$ cat src/common/rms_pkg.sv
`default_nettype none

package rms_pkg;

	//////////////////////////////
	// Data path widths
	//////////////////////////////

	// Input sample, as held in the old sample memory
	localparam int SAMPLE_W = 29;
	// Full product of a sample with itself
	localparam int SQUARE_W = 2 * SAMPLE_W;
	// Block sum and divider dividend
	localparam int SUM_W = 64;
	// Result word on the output stream
	localparam int RESULT_W = 32;

	//////////////////////////////
	// Divider and display
	//////////////////////////////

	// One quotient bit per step
	localparam int DIV_STEPS = SUM_W;
	// Six seven-segment digits
	localparam int DIGITS = 6;
	localparam int SEG_W = 7;
	// Alternating 1 and A, digit 0 shows 1
	localparam logic [4*DIGITS-1:0] RESET_DISPLAY = 24'hA1A1A1;

endpackage

`default_nettype wire

$ cat src/hex_display.sv
`timescale 1ns/1ps
`default_nettype none

module hex_display import rms_pkg::*;
(
	input  logic                CLOCK_50,
	input  logic                reset,
	input  logic                load,
	input  logic [RESULT_W-1:0] value,
	output logic [SEG_W-1:0]    hex0,
	output logic [SEG_W-1:0]    hex1,
	output logic [SEG_W-1:0]    hex2,
	output logic [SEG_W-1:0]    hex3,
	output logic [SEG_W-1:0]    hex4,
	output logic [SEG_W-1:0]    hex5
);

	// One nibble per digit, digit 0 in the low bits
	logic [4*DIGITS-1:0] shown;
	logic [SEG_W-1:0]    seg [DIGITS];

	// Hex digit to segments, active low, bit 0 is a and bit 6 is g
	function automatic logic [SEG_W-1:0] seg_decode(input logic [3:0] nibble);
		case (nibble)
			4'h0: seg_decode = 7'b1000000;
			4'h1: seg_decode = 7'b1111001;
			4'h2: seg_decode = 7'b0100100;
			4'h3: seg_decode = 7'b0110000;
			4'h4: seg_decode = 7'b0011001;
			4'h5: seg_decode = 7'b0010010;
			4'h6: seg_decode = 7'b0000010;
			4'h7: seg_decode = 7'b1111000;
			4'h8: seg_decode = 7'b0000000;
			4'h9: seg_decode = 7'b0010000;
			4'hA: seg_decode = 7'b0001000;
			4'hB: seg_decode = 7'b0000011;
			4'hC: seg_decode = 7'b1000110;
			4'hD: seg_decode = 7'b0100001;
			4'hE: seg_decode = 7'b0000110;
			default: seg_decode = 7'b0001110;
		endcase
	endfunction

	// Last accepted mean, 1A pattern out of reset
	always_ff @(posedge CLOCK_50)
	begin
		if (reset)
			shown <= RESET_DISPLAY;
		else if (load)
			shown <= value[4*DIGITS-1:0];
	end

	for (genvar g = 0; g < DIGITS; g++)
	begin : g_digit
		assign seg[g] = seg_decode(shown[4*g +: 4]);
	end

	assign hex0 = seg[0];
	assign hex1 = seg[1];
	assign hex2 = seg[2];
	assign hex3 = seg[3];
	assign hex4 = seg[4];
	assign hex5 = seg[5];

endmodule

`default_nettype wire

$ cat src/square_accumulator/square_accumulator.sv
`timescale 1ns/1ps
`default_nettype none

module square_accumulator import rms_pkg::*;
#(
	parameter int BLOCK_LEN = 20480
)
(
	input  logic                CLOCK_50,
	input  logic                reset,
	input  logic [SAMPLE_W-1:0] in_data,
	input  logic                in_valid,
	output logic                in_ready,
	output logic [SUM_W-1:0]    block_sum,
	output logic                sum_valid,
	input  logic                sum_ready
);

	// Samples taken so far in this block
	logic [$clog2(BLOCK_LEN+1)-1:0] count;
	logic                           accept;
	logic                           full;

	// Stage one holds the sample and its last flag
	logic [SAMPLE_W-1:0] s1_data;
	logic                s1_valid;
	logic                s1_last;

	// Stage two adds the square into the running sum
	logic [SQUARE_W-1:0] square;
	logic [SUM_W-1:0]    acc;
	logic [SUM_W-1:0]    sum_next;

	assign accept = in_valid & in_ready;
	// Count sits at BLOCK_LEN only while the last sample is in stage one
	assign full = (int'(count) == BLOCK_LEN);
	// No intake between the last sample and the sum hand-off
	assign in_ready = ~full & ~sum_valid;

	assign square = SQUARE_W'(s1_data) * SQUARE_W'(s1_data);
	// Wraps modulo 2^64
	assign sum_next = acc + SUM_W'(square);

	//////////////////////////////
	// Block control
	//////////////////////////////
	always_ff @(posedge CLOCK_50)
	begin
		if (reset)
		begin
			count <= '0;
			s1_valid <= 1'b0;
			s1_last <= 1'b0;
			acc <= '0;
			sum_valid <= 1'b0;
		end
		else
		begin
			s1_valid <= accept;
			s1_last <= accept && (int'(count) == BLOCK_LEN - 1);

			// Count clears as the last square lands
			if (s1_valid && s1_last)
				count <= '0;
			else if (accept)
				count <= count + 1'b1;

			// Running sum, restarted for the next block
			if (s1_valid)
			begin
				if (s1_last)
					acc <= '0;
				else
					acc <= sum_next;
			end

			// Finished sum waits here for the divider
			if (sum_valid && sum_ready)
				sum_valid <= 1'b0;
			else if (s1_valid && s1_last)
				sum_valid <= 1'b1;
		end
	end

	//////////////////////////////
	// Payload registers
	//////////////////////////////
	always_ff @(posedge CLOCK_50)
	begin
		if (accept)
			s1_data <= in_data;
		// Sum including the final square of the block
		if (s1_valid && s1_last)
			block_sum <= sum_next;
	end

endmodule

`default_nettype wire

$ cat src/mean_divider/mean_divider.sv
`timescale 1ns/1ps
`default_nettype none

module mean_divider import rms_pkg::*;
#(
	parameter int BLOCK_LEN = 20480
)
(
	input  logic                CLOCK_50,
	input  logic                reset,
	input  logic [SUM_W-1:0]    block_sum,
	input  logic                sum_valid,
	output logic                sum_ready,
	output logic [RESULT_W-1:0] out_data,
	output logic                out_valid,
	input  logic                out_ready
);

	// Divider running its steps
	logic                         busy;
	logic [$clog2(DIV_STEPS)-1:0] step;
	logic                         last_step;
	logic                         take_sum;

	// Partial remainder, always below BLOCK_LEN between steps
	logic [SUM_W-1:0] rem;
	// Dividend shifts out the top, quotient bits shift in below
	logic [SUM_W-1:0] quot;

	// One restoring step
	logic [SUM_W:0]   trial;
	logic             fits;
	logic [SUM_W-1:0] diff;
	logic [SUM_W-1:0] rem_next;

	// Idle means neither dividing nor holding a result
	assign sum_ready = ~busy & ~out_valid;
	assign take_sum = sum_valid & sum_ready;
	assign last_step = (int'(step) == DIV_STEPS - 1);

	// Bring down the next dividend bit
	assign trial = {rem, quot[SUM_W-1]};
	assign fits = (trial >= (SUM_W+1)'(BLOCK_LEN));
	// Modulo arithmetic is exact here since the result is below BLOCK_LEN
	assign diff = trial[SUM_W-1:0] - SUM_W'(BLOCK_LEN);
	assign rem_next = fits ? diff : trial[SUM_W-1:0];

	// Low bits of the mean, truncated to the FIFO word
	assign out_data = quot[RESULT_W-1:0];

	//////////////////////////////
	// Sequencing
	//////////////////////////////
	always_ff @(posedge CLOCK_50)
	begin
		if (reset)
		begin
			busy <= 1'b0;
			out_valid <= 1'b0;
			step <= '0;
		end
		else
		begin
			if (take_sum)
			begin
				busy <= 1'b1;
				step <= '0;
			end
			else if (busy)
			begin
				step <= step + 1'b1;
				// Quotient complete after DIV_STEPS bits
				if (last_step)
				begin
					busy <= 1'b0;
					out_valid <= 1'b1;
				end
			end
			else if (out_valid && out_ready)
			begin
				// Result taken, back to idle
				out_valid <= 1'b0;
			end
		end
	end

	//////////////////////////////
	// Remainder and quotient
	//////////////////////////////
	always_ff @(posedge CLOCK_50)
	begin
		if (take_sum)
		begin
			rem <= '0;
			quot <= block_sum;
		end
		else if (busy)
		begin
			rem <= rem_next;
			quot <= {quot[SUM_W-2:0], fits};
		end
		// Held while out_valid waits for out_ready
	end

endmodule

`default_nettype wire

$ cat src/rms_top.sv
`timescale 1ns/1ps
`default_nettype none

module rms_top import rms_pkg::*;
#(
	parameter int BLOCK_LEN = 20480
)
(
	input  logic                CLOCK_50,
	input  logic                reset,
	// Sample stream from the host
	input  logic [SAMPLE_W-1:0] in_data,
	input  logic                in_valid,
	output logic                in_ready,
	// Result stream to the host
	output logic [RESULT_W-1:0] out_data,
	output logic                out_valid,
	input  logic                out_ready,
	// Seven-segment digits, active low
	output logic [SEG_W-1:0]    hex0,
	output logic [SEG_W-1:0]    hex1,
	output logic [SEG_W-1:0]    hex2,
	output logic [SEG_W-1:0]    hex3,
	output logic [SEG_W-1:0]    hex4,
	output logic [SEG_W-1:0]    hex5
);

	// Finished block sum between accumulator and divider
	logic [SUM_W-1:0] block_sum;
	logic             sum_valid;
	logic             sum_ready;
	// Result transfer strobe for the display
	logic             result_taken;

	assign result_taken = out_valid & out_ready;

	//////////////////////////////
	// Square and accumulate
	//////////////////////////////
	square_accumulator #(
		.BLOCK_LEN (BLOCK_LEN)
	) u_square_accumulator (
		.CLOCK_50  (CLOCK_50),
		.reset     (reset),
		.in_data   (in_data),
		.in_valid  (in_valid),
		.in_ready  (in_ready),
		.block_sum (block_sum),
		.sum_valid (sum_valid),
		.sum_ready (sum_ready)
	);

	//////////////////////////////
	// Mean of the block
	//////////////////////////////
	mean_divider #(
		.BLOCK_LEN (BLOCK_LEN)
	) u_mean_divider (
		.CLOCK_50  (CLOCK_50),
		.reset     (reset),
		.block_sum (block_sum),
		.sum_valid (sum_valid),
		.sum_ready (sum_ready),
		.out_data  (out_data),
		.out_valid (out_valid),
		.out_ready (out_ready)
	);

	// Last accepted mean on the board digits
	hex_display u_hex_display (
		.CLOCK_50 (CLOCK_50),
		.reset    (reset),
		.load     (result_taken),
		.value    (out_data),
		.hex0     (hex0),
		.hex1     (hex1),
		.hex2     (hex2),
		.hex3     (hex3),
		.hex4     (hex4),
		.hex5     (hex5)
	);

endmodule

`default_nettype wire

$ cat config.mk
export PLATFORM = sky130hd
export DESIGN_NAME = rms_top
export DESIGN_NICKNAME = d
export VERILOG_FILES = /design/src/common/rms_pkg.sv /design/src/hex_display.sv /design/src/square_accumulator/square_accumulator.sv /design/src/mean_divider/mean_divider.sv /design/src/rms_top.sv
export SDC_FILE = /design/constraint.sdc
export NUM_CORES = 2
export LEC_CHECK = 0
export BUFFER_PORTS_ARGS = -buffer_cell sky130_fd_sc_hd__buf_2
export CAP_MARGIN = 20
export CELL_PAD_IN_SITES_DETAIL_PLACEMENT = 2
export CELL_PAD_IN_SITES_GLOBAL_PLACEMENT = 2
export CORE_MARGIN = 2
export CORE_UTILIZATION = 30
export CTS_BUF_LIST = sky130_fd_sc_hd__clkbuf_4
export DETAILED_ROUTE_END_ITERATION = 12
export PLACE_DENSITY_LB_ADDON = 0.25
export SLEW_MARGIN = 25
export SYNTH_ARGS = -nofsm -noshare
export SYNTH_HDL_FRONTEND = slang
export SYNTH_SLANG_ARGS = --single-unit
$ cat constraint.sdc
create_clock -name CLOCK_50 -period 12.4 [get_ports CLOCK_50]
set_input_delay 0 -clock CLOCK_50 [delete_from_list [all_inputs] [get_ports CLOCK_50]]
set_output_delay 0 -clock CLOCK_50 [all_outputs]
set_load 0.005 [all_outputs]
---- Yosys cells after proc, flatten, opt, wreduce, memory -nomap -nowiden ----
Memories as Yosys holds them, arrays and structs flattened. A register that Yosys moved wholly into a read port is not among the register bits.
Index checks and enable logic that the tools add are counted.
operators by class
  add/subtract/negate cells ............... 4
  multipliers ............................. 1
  order comparisons ....................... 1
  eq/ne operators ......................... 4
  muxes and demuxes ....................... 22
  bitwise gates (word level) .............. 10
  reductions and logical operators ........ 10
operators by type and width
  operator                  number
  $mux W64                  4
  $ge A65 B15 Y1 const B    1
  $add A64 B58 Y64          1
  $sub A64 B15 Y64 const B  1
  $mul A29 B29 Y58          1
  $mux W4                   12
  $eq A15 B15 Y1 const B    2
  $add A15 B1 Y15 const B   1
  $add A6 B1 Y6 const B     1
  $eq A6 B1 Y1 const B      1
  $mux W1                   6
  $reduce_or A2 Y1          3
  $and A1 B1 Y1             5
  $not A1 Y1                5
  $logic_and A1 B1 Y1       4
  $reduce_bool A2 Y1        2
  $reduce_and A3 Y1         1
  $ne A2 B2 Y1 const B      1
word-level totals
  bits in registers ....................... 335
  ROM bits ................................ 672
  input port bits ......................... 33
  output and inout bits ................... 76
  logic and storage cells ................. 71
  memories kept ........................... 6
memory list
  memory            depth  bits a word  rd ports  clocked after Yosys merged registers in  write ports  line               source
  (name not given)  16     7            1         1                                        0            hex_display.sv:24  case (nibble)
  (name not given)  16     7            1         1                                        0            hex_display.sv:24
  (name not given)  16     7            1         1                                        0            hex_display.sv:24
  (name not given)  16     7            1         1                                        0            hex_display.sv:24
  (name not given)  16     7            1         1                                        0            hex_display.sv:24
  (name not given)  16     7            1         1                                        0            hex_display.sv:24

---- Longest topological paths before layout ----
  depth after elaboration ................. 5
  gate-level depth with buffers ........... 31
  depth with buffers taken out ............ 29

---- By module ----
Synthesis repeated with hierarchy kept, for this count alone.
second synthesis, totals
  cells, all modules ...................... 4,392
  area, all modules ....................... 42,562.1 µm²
by module, submodules not included
  module              times used  cells an instance  area an instance (µm²)  sequential area each (µm²)
  square_accumulator  1           3,291              32,164.6                4,434.3
  mean_divider        1           781                7,024.2                 3,363.2
  hex_display         1           319                3,367.0                 1,321.3
  rms_top             1           1                  6.3                     0.0

---- Least setup slack after synthesis ----
OpenSTA, ideal clock, no wires.
  path type ............................... register to register
  start point ............................. reg u_square_accumulator.s1_data[15]
  end point ............................... reg u_square_accumulator.acc[63]
  library setup time ...................... 0.074 ns
  arrival time ............................ 7.784 ns
  required time ........................... 12.326 ns
  slack ................................... 4.542 ns
  stages on the path, launching flop included .. 29
  buffers on the path ..................... 3
  period minus slack after synthesis ...... 7.858 ns
  cell sequence ........................... edfxtp_1 > clkbuf_1 > clkbuf_1 > inv_1 > nor2_1 > fa_1 > fa_1 > fa_1 > inv_1 > fa_1 > inv_1 > fa_1 > fa_1 > fa_1 > inv_1 > fa_1 > inv_1 > ha_1 > clkbuf_1 > nand4_1 > or3_1 > a211o_1 > nand4_1 > a21oi_1 > o221ai_1 > a21o_1 > a41oi_1 > or3_1 > a31oi_1
between the ends
  cells in the longest elaborated chain, start to end .. 3
ends and longest elaborated chain
  what                      line                      source
  start: declaration        square_accumulator.sv:25  logic [SAMPLE_W-1:0] s1_data;
  start signal: assignment  square_accumulator.sv:91  s1_data <= in_data;
  $mul A29 B29 Y58          square_accumulator.sv:40  assign square = SQUARE_W'(s1_data) * SQUARE_W'(s1_data);
  $add A64 B58 Y64          square_accumulator.sv:42  assign sum_next = acc + SUM_W'(square);
  $mux W64                  square_accumulator.sv:71  if (s1_last)
  end signal: assignment    square_accumulator.sv:74  acc <= sum_next;
  end: declaration          square_accumulator.sv:31  logic [SUM_W-1:0] acc;
Every way passes these cells.
A chain may end at the register's enable or synchronous reset.

---- Final worst setup path ----
  start point ............................. reg u_square_accumulator.s1_data[9]
  end point ............................... reg u_square_accumulator.acc[62]
The elaborated chain is that of the path after synthesis.

==> flow_metrics.py <==
metrics = {
    "synth": {
        "syn_inst": 4201,
        "yosys-top-cells-area": "fa_1, edfxtp_1, dfxtp_1",
        "synth_area_um2": 41500,
        "ys_types": 71,
        "async_reset_ff_share_pct": 0,
        "syn-num-nets": 5243,
        "synth_ff_type": "dfxtp_1",
        "yosysWarnings": 0,
        "synth_area_leader_cell": "fa_1",
        "synth_edf_count": 157,
        "synth_top_cell_area_share_pct": 34.0,
        "synth_seq_area_share_pct": 22.0,
        "ys_seq_elements": 377,
        "avgSynthCellArea_um2": 9.88,
    },
    "grt": {
        "met3_usage_pct": 2.50,
        "track_usage_pct": 18.4,
        "grt_pass1_wl_mm": 199,
        "overflow": 0,
        "use_met2_pct": 32.2,
        "antenna_found_initial": 10,
        "grt_pass1_vias": 33847,
        "use_met1_pct": 23.5,
        "busiest_layer": "met2",
        "grt_max_degree": 67,
    },
    "sta": {
        "fin_crit_sh_pct": 77.4,
        "worst_pin_slew_ns": 1.01,
        "finClkSkew_ns": 0.0937,
        "post-route-min-period_ns": 9.60,
        "fin_setup_tns_ns": 0,
        "holdWs_ns": 0.202,
        "rsz0062_at_grt": "false",
        "slew_viol_final": 0,
        "relSlewSlack_pct": 32.3,
        "final-hold-violation-count": 0,
        "setup_slack_ns": 2.80,
        "max_freq_mhz": 104,
        "setup_viol": 0,
    },
    "worst_setup_path": {
        "cp.required_ns": 13.29,
        "cp_slowest_cell": "edfxtp_1",
        "r2r-start": "u_square_accumulator.s1_data[9]",
        "cp-start-kind": "flop",
        "critPathKind": "flop to flop",
        "cp-startpoint": "u_square_accumulator.s1_data[9]",
        "endpoint_kind": "flop",
        "crit_top_cell": "fa_1",
        "crit_fanout": 16,
        "crit_family": "adder cells",
        "crit_arrival_ns": 10.48,
        "timing.critical_path.buf_inv": 5,
        "cp_slowest_stage_delay_ns": 0.97,
    },
    "cts": {
        "cts_tree": "built",
        "cts_sinks": 377,
        "htreeDepth": 3,
        "postCtsSetupRepairBufs": 0,
        "cts.clk_slew.worst_paths_ns": 0.07,
        "cts_buffers": 114,
        "clk_latency_ns": 1.05,
        "clockBufferDepth": 3,
        "root_buffer": "clkbuf_4",
    },
    "hold_path": {
        "holdCritPathClass": "input pin to flop",
        "min_from": "in_data[7]",
    },
    "place": {
        "hpwl_mm": 98.8,
        "preCtsSetupSlack_ns": 3.01,
        "port_buffers": 108,
        "gp_congestion": 0.801,
    },
    "die": {
        "placement_rows": 136,
        "ioPinCount": 109,
        "die_h_um": 376,
        "die_w_um": 376,
        "coreArea_um2": 137000,
        "dieArea_um2": 141000,
        "start_util_pct": 30.2,
    },
    "finish": {
        "syn2layout_area_growth_pct": 10.7,
        "drive_above_1_share_pct": 10.3,
        "final_nets": 5365,
    },
    "run": {
        "maxCapViolCount": 0,
    },
    "routing": {
        "drt-total-wl_mm": 126,
        "drtIter0Drc": 1069,
        "first_pass_iters": 5,
        "wire_per_inst_um": 20.3,
        "vias": 29004,
        "drc": 0,
        "drtAntennaViolNets": 0,
        "vias_per_cell": 4.66,
    },
    "status": {
        "status": "completed",
    },
}
[cell families after synthesis]
logic type               count (synthesis)  synth area share (%)
buffers and inverters                 1163                  10.8
adder cells (fa/ha/maj)               1009                  43.2
multiplexers                            88                  2.38
XOR/XNOR                               152                  3.21
AND/OR/NAND/NOR                        940                  11.1
flip-flops                             377                  22.0
AO/OA/AOI/OAI                          472                  7.35
[cells in the mapped netlist (all sizes together), types with 51 or more instances]
library cell / count
ha: 304
dfxtp: 220
xor2: 64
inv: 952
o21ai: 97
fa: 705
nand2: 367
a22o: 51
nor2: 150
and2: 190
mux2: 67
clkbuf: 174
edfxtp: 157
a21oi: 147
xnor2: 88
[metal layers]
layer | wire (µm) | up-vias
met4 | 3340 | 6
met5 | 31 | -
li1 | - | 13320
met2 | 63200 | 407
met3 | 4030 | 160
met1 | 55400 | 15111
[sequential cells by signal, summed over array words and instances, names as in the netlist, 6 cells and up]
register and flops:
u_hex_display.shown 24, u_hex_display.hex1 7, u_hex_display.hex2 7, u_hex_display.hex4 7
u_square_accumulator.block_sum 64, u_hex_display.hex0 7, u_hex_display.hex5 7, u_square_accumulator.acc 64
u_square_accumulator.count 15, u_mean_divider.quot 64, u_mean_divider.rem 64, u_mean_divider.step 6
u_hex_display.hex3 7, u_square_accumulator.s1_data 29
[path summary, 6_finish.rpt]
check	end	slack, ns	depth (start not counted)
setup / recovery	u_square_accumulator.acc[62]	2.80	25
hold / removal	u_square_accumulator.s1_data[7]	0.20	3
hold reg to reg	u_mean_divider.rem[63]	0.45	2
setup reg to reg	u_square_accumulator.acc[62]	2.80	25
[repair_timing]
item                                   4_1_cts  5_1_grt
gates resized for setup                      0        0
endpoints found under the hold margin      161        0
hold buffers                                66        0
[per-stage QoR]
stage / utilization (%) / std cells / area [µm²]
after CTS: 33.4 / 6214 / 45900
after global routing: 33.4 / 6220 / 46000
after floorplan: - / 4201 / 41500
after global placement: 31.8 / 5934 / 43700
after detailed placement: 31.8 / 5934 / 43700
final: 33.4 / 6221 / 46000
[cell type report]
| type | instances | area (µm²) |
|---|---|---|
| diodes | 6 | 15.0 |
| clock buffers | 172 | 1290 |
| clock inverters | 42 | 233 |
| fillers | 15203 | 91500 |
| inverters | 953 | 3580 |
| multi-input cells | 2661 | 28000 |
| flip-flops and latches | 377 | 9120 |
| well taps | 1794 | 2240 |
| repair buffers | 216 | 1530 |
[worst reg2reg max path, stage by stage, from the launching register on]
cell	delay [ns]
edfxtp_1	0.97
buf_4	0.40
and2_1	0.24
fa_1	0.46
fa_1	0.50
inv_1	0.06
fa_1	0.57
fa_1	0.56
inv_1	0.06
fa_1	0.45
fa_1	0.49
fa_1	0.52
inv_1	0.05
fa_1	0.48
inv_1	0.04
ha_1	0.40
a21oi_1	0.17
o21ai_0	0.20
a211oi_1	0.66
o21ai_0	0.24
o31ai_1	0.59
a21oi_1	0.15
o32ai_1	0.46
o21ai_1	0.18
or3b_1	0.37
a31oi_1	0.17
[placed cells by master (no fill, tap or decap), types with 24 or more instances in the layout]
cell type | netlist | routed
dlygate4sd3_1 | 0 | 66
clkbuf_4 | 0 | 172
a21o_1 | 37 | 37
dfxtp_1 | 220 | 219
fa_1 | 705 | 705
xor2_1 | 64 | 64
mux2_2 | 67 | 67
clkinv_1 | 1 | 31
o21ai_0 | 73 | 72
buf_4 | 33 | 42
nor3_1 | 33 | 33
xnor2_1 | 88 | 88
a22o_1 | 51 | 51
nor2b_1 | 25 | 24
nand4_1 | 33 | 33
ha_1 | 304 | 304
nand2_1 | 366 | 366
nor2_1 | 150 | 148
edfxtp_1 | 157 | 157
inv_1 | 952 | 951
buf_2 | 0 | 107
o21ai_1 | 23 | 24
and2_1 | 190 | 188
a21oi_1 | 147 | 146
Power is left out: the tool's default activity adds up to more than one toggle a clock period on the data nets, which glitch-free logic cannot reach.
